--- src/rtl/lsu_config.svh ---
`ifndef LSU_CONFIG_SVH
`define LSU_CONFIG_SVH

// store buffer entries
// must stay a power of two, pointers wrap by overflow
`define LSU_SB_ENTRY 8

// data and address width
`define LSU_WORD_SIZE 32

// data memory depth in words
// word index is taken from address bits 7:2
`define LSU_MEM_WORDS 64

`endif
--- src/rtl/lsu_pkg.sv ---
`include "lsu_config.svh"

package lsu_pkg;

    // addresses, offsets and data
    typedef logic [`LSU_WORD_SIZE-1:0] word_t;

    // store buffer entry number
    typedef logic [$clog2(`LSU_SB_ENTRY)-1:0] sb_idx_t;

    // free-entry count, needs to hold the full depth
    typedef logic [$clog2(`LSU_SB_ENTRY):0] sb_cnt_t;

    // one bit per store buffer entry
    typedef logic [`LSU_SB_ENTRY-1:0] sb_vec_t;

    // data memory word index
    typedef logic [$clog2(`LSU_MEM_WORDS)-1:0] mem_idx_t;

endpackage

--- src/rtl/lsu_top.sv ---
`timescale 1ns/1ps
`include "lsu_config.svh"

module lsu_top
(
    input  logic             clk_i,
    input  logic             reset_i,
    input  logic             mispredict_i,
    // store allocation
    input  logic             st_alloc_i,
    output lsu_pkg::sb_idx_t st_alloc_num_o,
    output logic             st_alloc_ready_o,
    // store execute
    input  logic             st_exec_i,
    input  lsu_pkg::word_t   st_base_i,
    input  lsu_pkg::word_t   st_offset_i,
    input  lsu_pkg::word_t   st_data_i,
    input  lsu_pkg::sb_idx_t st_sb_num_i,
    // commit and retirement
    input  logic             commit_i,
    output logic             st_retire_o,
    output lsu_pkg::sb_idx_t st_retire_num_o,
    // load
    input  logic             ld_v_i,
    input  lsu_pkg::word_t   ld_base_i,
    input  lsu_pkg::word_t   ld_offset_i,
    input  lsu_pkg::sb_idx_t ld_sb_num_i,
    output logic             ld_valid_o,
    output lsu_pkg::word_t   ld_data_o,
    output logic             ld_fwd_o,
    // issue store check
    output lsu_pkg::sb_vec_t sb_wb_vec_o,
    output lsu_pkg::sb_idx_t sb_commit_pt_o
);

    logic              wb_v;
    lsu_pkg::sb_idx_t  wb_idx;
    lsu_pkg::word_t    wb_addr;
    lsu_pkg::word_t    wb_data;
    logic              mem_we;
    lsu_pkg::word_t    mem_addr;
    lsu_pkg::word_t    mem_wdata;
    lsu_pkg::word_t    fwd_addr;
    lsu_pkg::sb_idx_t  fwd_sb_num;
    logic              fwd_hit;
    lsu_pkg::word_t    fwd_data;
    lsu_pkg::mem_idx_t rd_addr;
    lsu_pkg::word_t    rd_data;

    store_agen i_store_agen (
        .clk_i     (clk_i),
        .reset_i   (reset_i),
        .flush_i   (mispredict_i),
        .exec_i    (st_exec_i),
        .base_i    (st_base_i),
        .offset_i  (st_offset_i),
        .data_i    (st_data_i),
        .sb_num_i  (st_sb_num_i),
        .wb_v_o    (wb_v),
        .wb_idx_o  (wb_idx),
        .wb_addr_o (wb_addr),
        .wb_data_o (wb_data)
    );

    store_buffer i_store_buffer (
        .clk_i         (clk_i),
        .reset_i       (reset_i),
        .flush_i       (mispredict_i),
        .alloc_i       (st_alloc_i),
        .alloc_num_o   (st_alloc_num_o),
        .alloc_ready_o (st_alloc_ready_o),
        .wb_v_i        (wb_v),
        .wb_idx_i      (wb_idx),
        .wb_addr_i     (wb_addr),
        .wb_data_i     (wb_data),
        .commit_i      (commit_i),
        .retire_o      (st_retire_o),
        .retire_num_o  (st_retire_num_o),
        .mem_we_o      (mem_we),
        .mem_addr_o    (mem_addr),
        .mem_wdata_o   (mem_wdata),
        .fwd_addr_i    (fwd_addr),
        .fwd_sb_num_i  (fwd_sb_num),
        .fwd_hit_o     (fwd_hit),
        .fwd_data_o    (fwd_data),
        .wb_vec_o      (sb_wb_vec_o),
        .commit_pt_o   (sb_commit_pt_o)
    );

    load_unit i_load_unit (
        .clk_i        (clk_i),
        .reset_i      (reset_i),
        .flush_i      (mispredict_i),
        .ld_v_i       (ld_v_i),
        .base_i       (ld_base_i),
        .offset_i     (ld_offset_i),
        .sb_num_i     (ld_sb_num_i),
        .fwd_addr_o   (fwd_addr),
        .fwd_sb_num_o (fwd_sb_num),
        .fwd_hit_i    (fwd_hit),
        .fwd_data_i   (fwd_data),
        .rd_addr_o    (rd_addr),
        .rd_data_i    (rd_data),
        .ld_valid_o   (ld_valid_o),
        .ld_data_o    (ld_data_o),
        .ld_fwd_o     (ld_fwd_o)
    );

    data_mem i_data_mem (
        .clk_i   (clk_i),
        .we_i    (mem_we),
        .waddr_i (mem_addr),
        .wdata_i (mem_wdata),
        .raddr_i (rd_addr),
        .rdata_o (rd_data)
    );

endmodule

--- src/rtl/data_mem.sv ---
`timescale 1ns/1ps
`include "lsu_config.svh"

module data_mem
(
    input  logic              clk_i,
    input  logic              we_i,
    input  lsu_pkg::word_t    waddr_i,
    input  lsu_pkg::word_t    wdata_i,
    input  lsu_pkg::mem_idx_t raddr_i,
    output lsu_pkg::word_t    rdata_o
);

    lsu_pkg::word_t    mem [`LSU_MEM_WORDS];
    lsu_pkg::mem_idx_t widx;

    // byte address to word index
    assign widx = waddr_i[$clog2(`LSU_MEM_WORDS)+1:2];

    // known contents at power-up
    initial
    begin
        for (int i = 0; i < `LSU_MEM_WORDS; i++)
            mem[i] = '0;
    end

    always_ff @(posedge clk_i)
    begin
        if (we_i)
            mem[widx] <= wdata_i;
    end

    assign rdata_o = mem[raddr_i];

    // upper address bits would alias silently otherwise
    a_waddr_range: assert property (@(posedge clk_i)
        we_i |-> (waddr_i < lsu_pkg::word_t'(`LSU_MEM_WORDS * 4)));

endmodule

--- src/rtl/load_unit.sv ---
`timescale 1ns/1ps
`include "lsu_config.svh"

module load_unit
(
    input  logic              clk_i,
    input  logic              reset_i,
    input  logic              flush_i,
    input  logic              ld_v_i,
    input  lsu_pkg::word_t    base_i,
    input  lsu_pkg::word_t    offset_i,
    input  lsu_pkg::sb_idx_t  sb_num_i,
    // store buffer forwarding
    output lsu_pkg::word_t    fwd_addr_o,
    output lsu_pkg::sb_idx_t  fwd_sb_num_o,
    input  logic              fwd_hit_i,
    input  lsu_pkg::word_t    fwd_data_i,
    // data memory read
    output lsu_pkg::mem_idx_t rd_addr_o,
    input  lsu_pkg::word_t    rd_data_i,
    // result
    output logic              ld_valid_o,
    output lsu_pkg::word_t    ld_data_o,
    output logic              ld_fwd_o
);

    lsu_pkg::word_t ld_addr;
    lsu_pkg::word_t ld_data_d;
    logic           ld_valid_q;
    lsu_pkg::word_t ld_data_q;
    logic           ld_fwd_q;

    assign ld_addr = base_i + offset_i;

    // same address goes to both the buffer and memory
    assign fwd_addr_o   = ld_addr;
    assign fwd_sb_num_o = sb_num_i;
    assign rd_addr_o    = ld_addr[$clog2(`LSU_MEM_WORDS)+1:2];

    // an older store in the buffer beats memory
    assign ld_data_d = fwd_hit_i ? fwd_data_i : rd_data_i;

    always_ff @(posedge clk_i)
    begin
        if (reset_i || flush_i)
            ld_valid_q <= 1'b0;
        else
            ld_valid_q <= ld_v_i;
    end

    always_ff @(posedge clk_i)
    begin
        if (ld_v_i)
        begin
            ld_data_q <= ld_data_d;
            ld_fwd_q  <= fwd_hit_i;
        end
    end

    // a load finishing in the mispredict cycle is squashed too
    assign ld_valid_o = ld_valid_q && !flush_i;
    assign ld_data_o  = ld_data_q;
    assign ld_fwd_o   = ld_fwd_q;

    a_ld_aligned: assert property (@(posedge clk_i) disable iff (reset_i)
        ld_v_i |-> (ld_addr[1:0] == 2'b00));

endmodule

--- src/rtl/store_buffer.sv ---
`timescale 1ns/1ps
`include "lsu_config.svh"

module store_buffer
(
    input  logic             clk_i,
    input  logic             reset_i,
    input  logic             flush_i,
    // allocation from rename
    input  logic             alloc_i,
    output lsu_pkg::sb_idx_t alloc_num_o,
    output logic             alloc_ready_o,
    // write-back from the store address unit
    input  logic             wb_v_i,
    input  lsu_pkg::sb_idx_t wb_idx_i,
    input  lsu_pkg::word_t   wb_addr_i,
    input  lsu_pkg::word_t   wb_data_i,
    // commit from the reorder buffer
    input  logic             commit_i,
    output logic             retire_o,
    output lsu_pkg::sb_idx_t retire_num_o,
    // drain port to data memory
    output logic             mem_we_o,
    output lsu_pkg::word_t   mem_addr_o,
    output lsu_pkg::word_t   mem_wdata_o,
    // load forwarding
    input  lsu_pkg::word_t   fwd_addr_i,
    input  lsu_pkg::sb_idx_t fwd_sb_num_i,
    output logic             fwd_hit_o,
    output lsu_pkg::word_t   fwd_data_o,
    // status for the issue store check
    output lsu_pkg::sb_vec_t wb_vec_o,
    output lsu_pkg::sb_idx_t commit_pt_o
);

    // per-entry state
    lsu_pkg::sb_vec_t wb_q;
    lsu_pkg::sb_vec_t wb_n;
    lsu_pkg::word_t   addr_q [`LSU_SB_ENTRY];
    lsu_pkg::word_t   data_q [`LSU_SB_ENTRY];

    lsu_pkg::sb_idx_t alloc_pt_q;
    lsu_pkg::sb_idx_t alloc_pt_n;
    lsu_pkg::sb_idx_t commit_pt_q;
    lsu_pkg::sb_idx_t commit_pt_n;
    lsu_pkg::sb_cnt_t free_cnt_q;
    lsu_pkg::sb_cnt_t free_cnt_n;

    // forwarding
    lsu_pkg::sb_vec_t match_vec;
    lsu_pkg::sb_vec_t rot_vec;
    lsu_pkg::sb_idx_t rel_num;
    lsu_pkg::sb_idx_t sel_rel;
    lsu_pkg::sb_idx_t sel_idx;
    logic             hit;

    assign alloc_num_o   = alloc_pt_q;
    assign alloc_ready_o = (free_cnt_q != '0) && !flush_i;

    // head store drains once it has its address and data
    assign retire_o     = commit_i && wb_q[commit_pt_q];
    assign retire_num_o = commit_pt_q;
    assign mem_we_o     = retire_o;
    assign mem_addr_o   = addr_q[commit_pt_q];
    assign mem_wdata_o  = data_q[commit_pt_q];

    assign wb_vec_o    = wb_q;
    assign commit_pt_o = commit_pt_q;

    always_comb
    begin
        wb_n        = wb_q;
        alloc_pt_n  = alloc_pt_q;
        commit_pt_n = commit_pt_q;
        free_cnt_n  = free_cnt_q;

        if (alloc_i)
        begin
            wb_n[alloc_pt_q] = 1'b0;
            alloc_pt_n       = alloc_pt_q + lsu_pkg::sb_idx_t'(1);
            free_cnt_n       = free_cnt_n - lsu_pkg::sb_cnt_t'(1);
        end

        if (wb_v_i)
            wb_n[wb_idx_i] = 1'b1;

        if (retire_o)
        begin
            wb_n[commit_pt_q] = 1'b0;
            commit_pt_n       = commit_pt_q + lsu_pkg::sb_idx_t'(1);
            free_cnt_n        = free_cnt_n + lsu_pkg::sb_cnt_t'(1);
        end

        // mispredict wins over everything else this cycle
        if (flush_i)
        begin
            wb_n        = '0;
            alloc_pt_n  = '0;
            commit_pt_n = '0;
            free_cnt_n  = lsu_pkg::sb_cnt_t'(`LSU_SB_ENTRY);
        end
    end

    always_ff @(posedge clk_i)
    begin
        if (reset_i)
        begin
            wb_q        <= '0;
            alloc_pt_q  <= '0;
            commit_pt_q <= '0;
            free_cnt_q  <= lsu_pkg::sb_cnt_t'(`LSU_SB_ENTRY);
        end
        else
        begin
            wb_q        <= wb_n;
            alloc_pt_q  <= alloc_pt_n;
            commit_pt_q <= commit_pt_n;
            free_cnt_q  <= free_cnt_n;
        end
    end

    always_ff @(posedge clk_i)
    begin
        if (wb_v_i)
        begin
            addr_q[wb_idx_i] <= wb_addr_i;
            data_q[wb_idx_i] <= wb_data_i;
        end
    end

    // written-back entries hitting the load address
    always_comb
    begin
        match_vec = '0;
        for (int i = 0; i < `LSU_SB_ENTRY; i++)
        begin
            if (wb_q[i] && (addr_q[i] == fwd_addr_i))
                match_vec[i] = 1'b1;
        end
    end

    // rotate so the oldest store sits at bit 0
    always_comb
    begin
        for (int i = 0; i < `LSU_SB_ENTRY; i++)
            rot_vec[i] = match_vec[lsu_pkg::sb_idx_t'(i) + commit_pt_q];
    end

    // load's youngest older store, relative to the head
    assign rel_num = fwd_sb_num_i - commit_pt_q;

    // last hit at or below rel_num is the youngest older match
    always_comb
    begin
        hit     = 1'b0;
        sel_rel = '0;
        for (int i = 0; i < `LSU_SB_ENTRY; i++)
        begin
            if (rot_vec[i] && (lsu_pkg::sb_idx_t'(i) <= rel_num))
            begin
                hit     = 1'b1;
                sel_rel = lsu_pkg::sb_idx_t'(i);
            end
        end
    end

    assign sel_idx    = sel_rel + commit_pt_q;
    assign fwd_hit_o  = hit;
    assign fwd_data_o = data_q[sel_idx];

    a_alloc_ready: assert property (@(posedge clk_i) disable iff (reset_i)
        alloc_i |-> alloc_ready_o);

    // each allocated store writes back exactly once
    a_single_wb: assert property (@(posedge clk_i) disable iff (reset_i)
        wb_v_i |-> !wb_q[wb_idx_i]);

    a_retire_head: assert property (@(posedge clk_i) disable iff (reset_i)
        retire_o |-> wb_q[commit_pt_q] && (free_cnt_q != lsu_pkg::sb_cnt_t'(`LSU_SB_ENTRY)));

endmodule

--- src/rtl/store_agen.sv ---
`timescale 1ns/1ps
`include "lsu_config.svh"

module store_agen
(
    input  logic             clk_i,
    input  logic             reset_i,
    input  logic             flush_i,
    input  logic             exec_i,
    input  lsu_pkg::word_t   base_i,
    input  lsu_pkg::word_t   offset_i,
    input  lsu_pkg::word_t   data_i,
    input  lsu_pkg::sb_idx_t sb_num_i,
    output logic             wb_v_o,
    output lsu_pkg::sb_idx_t wb_idx_o,
    output lsu_pkg::word_t   wb_addr_o,
    output lsu_pkg::word_t   wb_data_o
);

    logic             wb_v_q;
    lsu_pkg::sb_idx_t wb_idx_q;
    lsu_pkg::word_t   wb_addr_q;
    lsu_pkg::word_t   wb_data_q;
    lsu_pkg::word_t   addr_sum;

    // effective address of the executed store
    assign addr_sum = base_i + offset_i;

    // valid stage, a mispredict drops the store in flight
    always_ff @(posedge clk_i)
    begin
        if (reset_i || flush_i)
            wb_v_q <= 1'b0;
        else
            wb_v_q <= exec_i;
    end

    always_ff @(posedge clk_i)
    begin
        if (exec_i)
        begin
            wb_idx_q  <= sb_num_i;
            wb_addr_q <= addr_sum;
            wb_data_q <= data_i;
        end
    end

    assign wb_v_o    = wb_v_q;
    assign wb_idx_o  = wb_idx_q;
    assign wb_addr_o = wb_addr_q;
    assign wb_data_o = wb_data_q;

    // memory is word only, a misaligned store address is a core bug
    a_wb_aligned: assert property (@(posedge clk_i) disable iff (reset_i)
        wb_v_o |-> (wb_addr_o[1:0] == 2'b00));

endmodule

--- config.mk ---
export PLATFORM = sky130hd
export DESIGN_NAME = lsu_top
export DESIGN_NICKNAME = d
export VERILOG_FILES = /design/src/rtl/lsu_pkg.sv /design/src/rtl/lsu_top.sv /design/src/rtl/data_mem.sv /design/src/rtl/load_unit.sv /design/src/rtl/store_buffer.sv /design/src/rtl/store_agen.sv
export VERILOG_INCLUDE_DIRS = /design/src /design/src/rtl
export SDC_FILE = /design/constraint.sdc
export NUM_CORES = 2
export LEC_CHECK = 0
export BUFFER_PORTS_ARGS = -buffer_cell sky130_fd_sc_hd__buf_2
export CAP_MARGIN = 20
export CORE_ASPECT_RATIO = 0.5
export CORE_MARGIN = 10
export CORE_UTILIZATION = 40
export CTS_CLUSTER_SIZE = 14
export DETAILED_ROUTE_END_ITERATION = 7
export PLACE_DENSITY = 0.57
export SLEW_MARGIN = 20
export SYNTH_ARGS = -nofsm -noshare
export SYNTH_HDL_FRONTEND = slang
export SYNTH_SLANG_ARGS = --single-unit
--- constraint.sdc ---
create_clock -name clk_i -period 9.9 [get_ports clk_i]
set_clock_uncertainty 0.1 [all_clocks]
set_input_delay 0.99 -clock clk_i [delete_from_list [all_inputs] [get_ports clk_i]]
set_output_delay 0.99 -clock clk_i [all_outputs]
set_load 0.005 [all_outputs]
### Word level (Yosys, flattened, before mapping)

Memories as Yosys holds them, arrays and structs flattened. A register that Yosys moved wholly into a read port is not among the register bits.
Index checks and enable logic that the tools add are counted.

| storage, ports and cells | value |
|---|---|
| bits in registers | 120 |
| RAM bits | 2560 |
| input port bits | 173 |
| output and inout bits | 53 |
| logic and storage cells | 149 |
| memories | 3 |

Memories:

| name | depth | width | rd ports | clocked after Yosys merged registers in | wr ports | line | RTL |
|---|---|---|---|---|---|---|---|
| i_data_mem.mem | 64 | 32 | 1 | 0 | 1 | data_mem.sv:14 | `` lsu_pkg::word_t mem [`LSU_MEM_WORDS]; `` |
| i_store_buffer.addr_q | 8 | 32 | 9 | 1 | 1 | store_buffer.sv:39 | `` lsu_pkg::word_t addr_q [`LSU_SB_ENTRY]; `` |
| i_store_buffer.data_q | 8 | 32 | 2 | 1 | 1 | store_buffer.sv:40 | `` lsu_pkg::word_t data_q [`LSU_SB_ENTRY]; `` |

| cells by class | value |
|---|---|
| add/sub/neg operators | 14 |
| magnitude comparators | 21 |
| eq/ne operators | 8 |
| mux-type cells | 61 |
| bitwise gates (word level) | 5 |
| reduce and logical (&&, ||, !) cells | 26 |

Operators by type and width:

| operator | count |
|---|---|
| 32-bit == test | 8 |
| 32-bit adder | 2 |
| 3-bit by 4-bit < comparator with 1-bit output (second input constant) | 10 |
| 1-bit two-way mux | 33 |
| 32-bit two-way mux | 1 |
| 1-bit binary-select mux with 3-bit select | 9 |
| 3-bit two-way mux | 8 |
| 8-bit two-way mux | 3 |
| 1-bit logical AND | 22 |
| 8-bit bitwise AND | 2 |
| 8-bit NOT | 2 |
| 3-bit adder (first input constant) | 4 |
| 3-bit less-or-equal comparator (first input constant) | 4 |
| 1-bit demux with 3-bit select | 3 |
| 3-bit by 1-bit >= comparator with 1-bit output (second input constant) | 3 |
| 4-bit two-way mux | 2 |
| 8-bit OR | 1 |
| 2-bit by 3-bit adder with 3-bit output (first input constant) | 2 |
| 3-bit by 1-bit adder with 3-bit output (second input constant) | 2 |
| 1-bit by 3-bit less-or-equal comparator with 1-bit output (first input constant) | 2 |
| 2-bit by 3-bit less-or-equal comparator with 1-bit output (first input constant) | 2 |
| 4-bit by 1-bit adder with 4-bit output (second input constant) | 1 |
| 2-bit two-way mux | 2 |
| 4-bit nonzero test | 1 |
| 6 further kinds | 6 |

### Logic depth before layout (Yosys ltp)

An unclocked memory read counts as a cell.

| logic depth | value |
|---|---|
| depth after elaboration | 17 |
| depth in mapped cells | 30 |

### Hierarchy

Synthesis repeated with hierarchy kept, for this count alone.

| unflattened totals | value |
|---|---|
| cells, all modules | 5315 |
| area total of the unflattened synthesis | 110295.8 µm² |

Modules (own cells, without submodules):

| module | instances | cells each | area each (µm²) |
|---|---|---|---|
| data_mem | 1 | 3292 | 77874.7 |
| store_buffer | 1 | 1467 | 25916.1 |
| store_agen | 1 | 272 | 3538.4 |
| load_unit | 1 | 284 | 2966.6 |

### Worst setup path after synthesis

Ideal clock, no wire load.

| timing | value |
|---|---|
| path type | input to register |
| from | input ld_base_i[0] |
| to | register i_load_unit.ld_data_q[0], in the netlist i_load_unit.ld_data_o[0] (data pin) |
| setup time | 0.269 ns |
| arrival time | 7.704 ns |
| slack | 1.827 ns |
| cell stages on the path | 26 |
| path buffers | 2 |
| cells stage by stage | ha_1 -> inv_1 -> fa_1 -> and2b_1 -> o2111ai_1 -> a31oi_2 -> o21ai_1 -> a211oi_1 -> xnor2_1 -> nand3_1 -> or4_1 -> or4_1 -> mux4_2 -> mux2_2 -> a2bb2oi_2 -> a21o_1 -> a21oi_1 -> o21ai_0 -> ha_1 -> clkbuf_1 -> buf_1 -> mux4_2 -> nand2_1 -> nand2_1 -> mux2i_1 -> mux2i_1 |

| between the ends | value |
|---|---|
| longest elaborated chain between the ends | 17 |

RTL lines:

| item | line | RTL |
|---|---|---|
| start: declaration | lsu_top.sv:25 | `input lsu_pkg::word_t ld_base_i,` |
| 32-bit adder (*) | load_unit.sv:33 | `assign ld_addr = base_i + offset_i;` |
| 32-bit == test | store_buffer.sv:137 | `if (wb_q[i] && (addr_q[i] == fwd_addr_i))` |
| 1-bit logical AND | store_buffer.sv:137 |  |
| 1-bit two-way mux | store_buffer.sv:137 |  |
| 1-bit binary-select mux with 3-bit select | store_buffer.sv:146 | `rot_vec[i] = match_vec[lsu_pkg::sb_idx_t'(i) + commit_pt_q];` |
| 1-bit two-way mux (implied by the code) | store_buffer.sv:146 |  |
| 1-bit logical AND | store_buffer.sv:159 | `if (rot_vec[i] && (lsu_pkg::sb_idx_t'(i) <= rel_num))` |
| 1-bit two-way mux | store_buffer.sv:159 |  |
| 2-bit two-way mux (2 in series) | store_buffer.sv:159 |  |
| 3-bit two-way mux (4 in series) | store_buffer.sv:159 |  |
| 3-bit adder | store_buffer.sv:167 | `assign sel_idx = sel_rel + commit_pt_q;` |
| memory 8 x 32 bit | n/a |  |
| 32-bit two-way mux (*) | load_unit.sv:41 | `assign ld_data_d = fwd_hit_i ? fwd_data_i : rd_data_i;` |
| named net i_load_unit.ld_data_d[0] | load_unit.sv:28 | `lsu_pkg::word_t ld_data_d;` |
| end signal: assignment | load_unit.sv:55 | `ld_data_q <= ld_data_d;` |
| end: declaration | load_unit.sv:30 | `lsu_pkg::word_t ld_data_q;` |

Mark *: on every way through the listed nets, which the timed path passes. The rest lies on a longest branch. The select of a mux whose other input is x is not followed.
A chain may end at the register's enable or synchronous reset.

### Worst setup path after layout

| timing | value |
|---|---|
| from | input ld_base_i[21] |
| to | register i_load_unit.ld_data_q[26], in the netlist i_load_unit.ld_data_o[26] (data pin) |

The elaborated chain is that of the path after synthesis.

==> summary.md <==
| Metric | Value |
|---|---|
| Routed wire length | `between 300,000 and 400,000 um` |
| Height of the die | `around 400 um` |
| RSZ-0062 raised after global routing | `no` |
| Clock slew at the register clock pins of the worst setup and hold paths | `approximately 60 ps` |
| Die boundary width | `between 700 and 800 um` |
| Area of the core | `0.288 mm2` |
| Starting density of the core | `about two fifths` |
| Clock latency on the worst-skew pair | `slightly above 900 ps` |
| Post-route insts no fill | `roughly 11k` |
| CTS tree | `yes` |
| Startpoint of the lowest-slack hold path | `st_data_i[11]` |
| Register bit total from synthesis | `2,683` |
| Crit Path Category | `primary input to flip-flop` |
| Number of instances in the synthesized netlist | `around 6.4k` |
| Die area | `~0.31 mm2` |
| Post-synth EDFFs | `about 2.7k` |
| WHS Path Cells | `1` |
| Number of endpoints failing setup at the final stage | `0` |
| Maximum buffer depth of the clock tree | `4` |
| Worst voltage drop across the vdd grid | `approximately 0.15 mV` |
| Startpoint of the most critical register-to-register path | `i_store_buffer.wb_vec_o[4]` |
| Reg-to-reg slack, setup | `between 1500 and 2000 ps` |
| Post-detailed-route via-to-cell ratio | `6.00` |
| Hold endpoint | `i_store_agen.wb_data_o[11]` |
| Highest fanout seen on the critical path | `34` |
| Final global-route overflow total | `0` |
| HPWL after DPL | `about 230,000 um` |
| Ys flop type | `sky130_fd_sc_hd__edfxtp_1` |
| Final worst path period share | `between 90 and 100%` |
| Warning count from the yosys run | `0` |
| Core utilization of the finished layout | `between 40 and 50%` |
| Pre-CTS worst setup slack | `around 26 ps` |
| Overall power consumption | `~25 mW` |
| CTS sink count | `around 2.7k` |
| CTS resizes | `0` |
| Maximum number of pins on one net before global-route repair | `97` |
| Hold Buf Count CTS | `0` |
| Detailed-route via count | `around 66k` |
| Post-synthesis instance area | `0.116 mm2` |
| Data required time of the worst path | `10,380 ps` |
| End of the worst register-to-register path | `i_load_unit.ld_data_o[26]` |
| Iter 0 DRT Violations | `between 7k and 8k` |
| Count of nets after finishing | `7,131` |
| Total number of H-tree levels | `4` |
| GRT Overall Usage | `between 20% and 30%` |
| Count of placed standard cells including taps | `between 10k and 15k` |
| CTS buffer count | `approximately 240` |
| Initial antenna violation count | `11` |
| First drt pass iteration count | `6` |
| Cell at the root of the clock tree | `sky130_fd_sc_hd__clkbuf_16` |
| Max-slew violation total from the final report | `0` |
| Syn avg cell area | `between 15 and 20 um2` |
| Tightest Pin Transition | `between 1000 and 1500 ps` |
| Number of buffers inserted to repair setup after CTS | `0` |
| Commonest non-fill, non-tap cells in the layout | `sky130_fd_sc_hd__edfxtp_1, sky130_fd_sc_hd__mux4_2, sky130_fd_sc_hd__buf_4` |
| Fin crit period | `9310 ps` |
| Final hold violations | `0` |
| Std-Cell Rows | `between 100 and 150` |
| Post-Syn Nets | `roughly 6.7k` |
| Critical Path Sink Type | `flip-flop` |
| Max-capacitance violation count | `0` |
| Wire length per cell | `33.0 um` |
| Fraction of synthesis flops using an asynchronous set or reset pin | `0%` |
| Wire length of the first global-routing pass | `between 500,000 and 600,000 um` |
| Number of global-route vias before repair | `between 60k and 70k` |
| Post-synthesis cell type count | `104` |
| RePlAce Congestion | `1.00` |
| Sequential fraction of the synthesis area | `a little under 70%` |
| Number of fill cells in the layout | `around 25k` |
| Data arrival time of the critical path | `9790 ps` |
| Hold/Removal Path Class | `primary input to flip-flop` |
| Outcome | `finished, final reports clean` |
| Final worst setup slack | `roughly 590 ps` |
| Length in cells of the worst reg-to-reg path | `23` |
| Ratio of cells with drive above 1 in the final layout | `about a quarter` |
| # IOs | `~230` |
| Leakage power figure | `42.2 nW` |
| Detailed-route DRC error count | `0` |
| PwrDens | `approximately 190 mW/mm2` |
| Port Buffers | `about 230` |
| Area added between synthesis and finish | `13.0%` |
| Peak Freq | `approximately 110 MHz` |
| Crit path launch type | `primary input` |
| Worst slew margin | `21.5%` |
| Most common cell after layout, fill and taps aside | `sky130_fd_sc_hd__edfxtp_1` |
| Total negative setup slack | `0 ps` |
| DRT antenna net count | `0` |
[layer usage]
layer	vias up	GRT usage, %	wire length [um]
met1	34900	31.5	153000
met3	609	3.76	25300
met2	2726	35.1	167000
li1	27300	-	-
met5	-	0	13
met4	2	8.17	15200
[worst max-delay path, cell delays in order]
cell and delay (ps):
sky130_fd_sc_hd__buf_2 100, sky130_fd_sc_hd__ha_1 300, sky130_fd_sc_hd__a21oi_1 670, sky130_fd_sc_hd__o21ai_1 400, sky130_fd_sc_hd__buf_4 290, sky130_fd_sc_hd__a21oi_1 550
sky130_fd_sc_hd__o32ai_1 170, sky130_fd_sc_hd__nor3_1 520, sky130_fd_sc_hd__nand4_1 150, sky130_fd_sc_hd__a2111oi_1 820, sky130_fd_sc_hd__buf_4 290, sky130_fd_sc_hd__nand4_1 240
sky130_fd_sc_hd__or4_1 490, sky130_fd_sc_hd__or4_1 490, sky130_fd_sc_hd__mux4_2 520, sky130_fd_sc_hd__mux2i_1 220, sky130_fd_sc_hd__nand2_1 80, sky130_fd_sc_hd__a21o_1 170
sky130_fd_sc_hd__a21oi_1 130, sky130_fd_sc_hd__o21ai_0 130, sky130_fd_sc_hd__ha_4 190, sky130_fd_sc_hd__fa_4 860, sky130_fd_sc_hd__buf_12 230, sky130_fd_sc_hd__mux4_2 360
sky130_fd_sc_hd__nand2_1 80, sky130_fd_sc_hd__nand2_1 50, sky130_fd_sc_hd__mux2i_1 140, sky130_fd_sc_hd__mux2i_1 90
[how the worst max path moves through the flow]
stage	from	endpoint	slack [ps]	cells after the start
floorplan	ld_base_i[0]	i_load_unit.ld_data_o[0]	1830	26
global placement	ld_base_i[21]	i_load_unit.ld_data_o[29]	-20	28
CTS	ld_base_i[0]	i_load_unit.ld_data_o[31]	940	29
detailed placement	ld_base_i[0]	i_load_unit.ld_data_o[26]	30	29
global route	ld_base_i[0]	i_load_unit.ld_data_o[4]	370	29
finish	ld_base_i[21]	i_load_unit.ld_data_o[26]	590	28
[final cells by class]
class	count	area [um2]	share of cell area, %
inverters	65	244	0.186
well taps	3877	4850	3.70
clock buffers	315	6470	4.93
multi-input cells	3313	34700	26.4
diodes	1	2.50	0.00191
clock inverters	99	559	0.427
flip-flops and latches	2683	80300	61.3
repair buffers	575	3970	3.03
[sequential cells by signal (all words and copies together) (netlist names), named ones only]
register,flops
i_store_buffer.free_cnt_q,4
i_store_buffer.addr_q,256
i_data_mem.mem,2048
i_load_unit.ld_fwd_o,1
i_store_agen.wb_addr_o,32
i_store_agen.wb_idx_o,3
i_load_unit.ld_valid_q,1
i_store_agen.wb_v_o,1
i_load_unit.ld_data_o,32
i_store_buffer.alloc_num_o,3
i_store_buffer.wb_vec_o,8
i_store_buffer.data_q,256
i_store_buffer.commit_pt_o,3
i_store_agen.wb_data_o,32
[power breakdown]
part           internal [mW]  switching [mW]
combinational           1.50            2.43
clock                   4.65            4.11
sequential              12.6           0.172
[cells by family after synthesis]
family	share of synthesized area (%)
flops	69.3
simple gates	4.87
compound gates	5.13
buf+inv	1.47
fa+ha+maj	0.857
xor+xnor	2.63
mux	15.8
[synthesized netlist by cell type (64+ instances only)]
master	count	area share, %
sky130_fd_sc_hd__edfxtp_1	2660	69
sky130_fd_sc_hd__buf_1	102	0.33
sky130_fd_sc_hd__mux4_2	660	13
sky130_fd_sc_hd__xnor2_1	154	1.2
sky130_fd_sc_hd__o21ai_0	87	0.38
sky130_fd_sc_hd__a211oi_1	181	1.2
sky130_fd_sc_hd__a21oi_1	208	0.90
sky130_fd_sc_hd__nand3_1	79	0.34
sky130_fd_sc_hd__inv_1	64	0.21
sky130_fd_sc_hd__nor3_1	73	0.32
sky130_fd_sc_hd__nor2_1	227	0.73
sky130_fd_sc_hd__clkbuf_1	225	0.73
sky130_fd_sc_hd__xor2_1	91	0.69
sky130_fd_sc_hd__nand2_1	303	0.98
sky130_fd_sc_hd__ha_1	73	0.79
sky130_fd_sc_hd__mux2i_1	299	2.6
sky130_fd_sc_hd__nor2b_1	119	0.64
[per-stage QoR]
stage | instance area, um2 | hold WS [ps]
final | 131000 | 170
after global routing | 131000 | 122
after detailed placement | 124000 | 503
after floorplan | 116000 | 426
after CTS | 131000 | 98.1
after global placement | 124000 | 493
(Power assumes the default switching activity.)
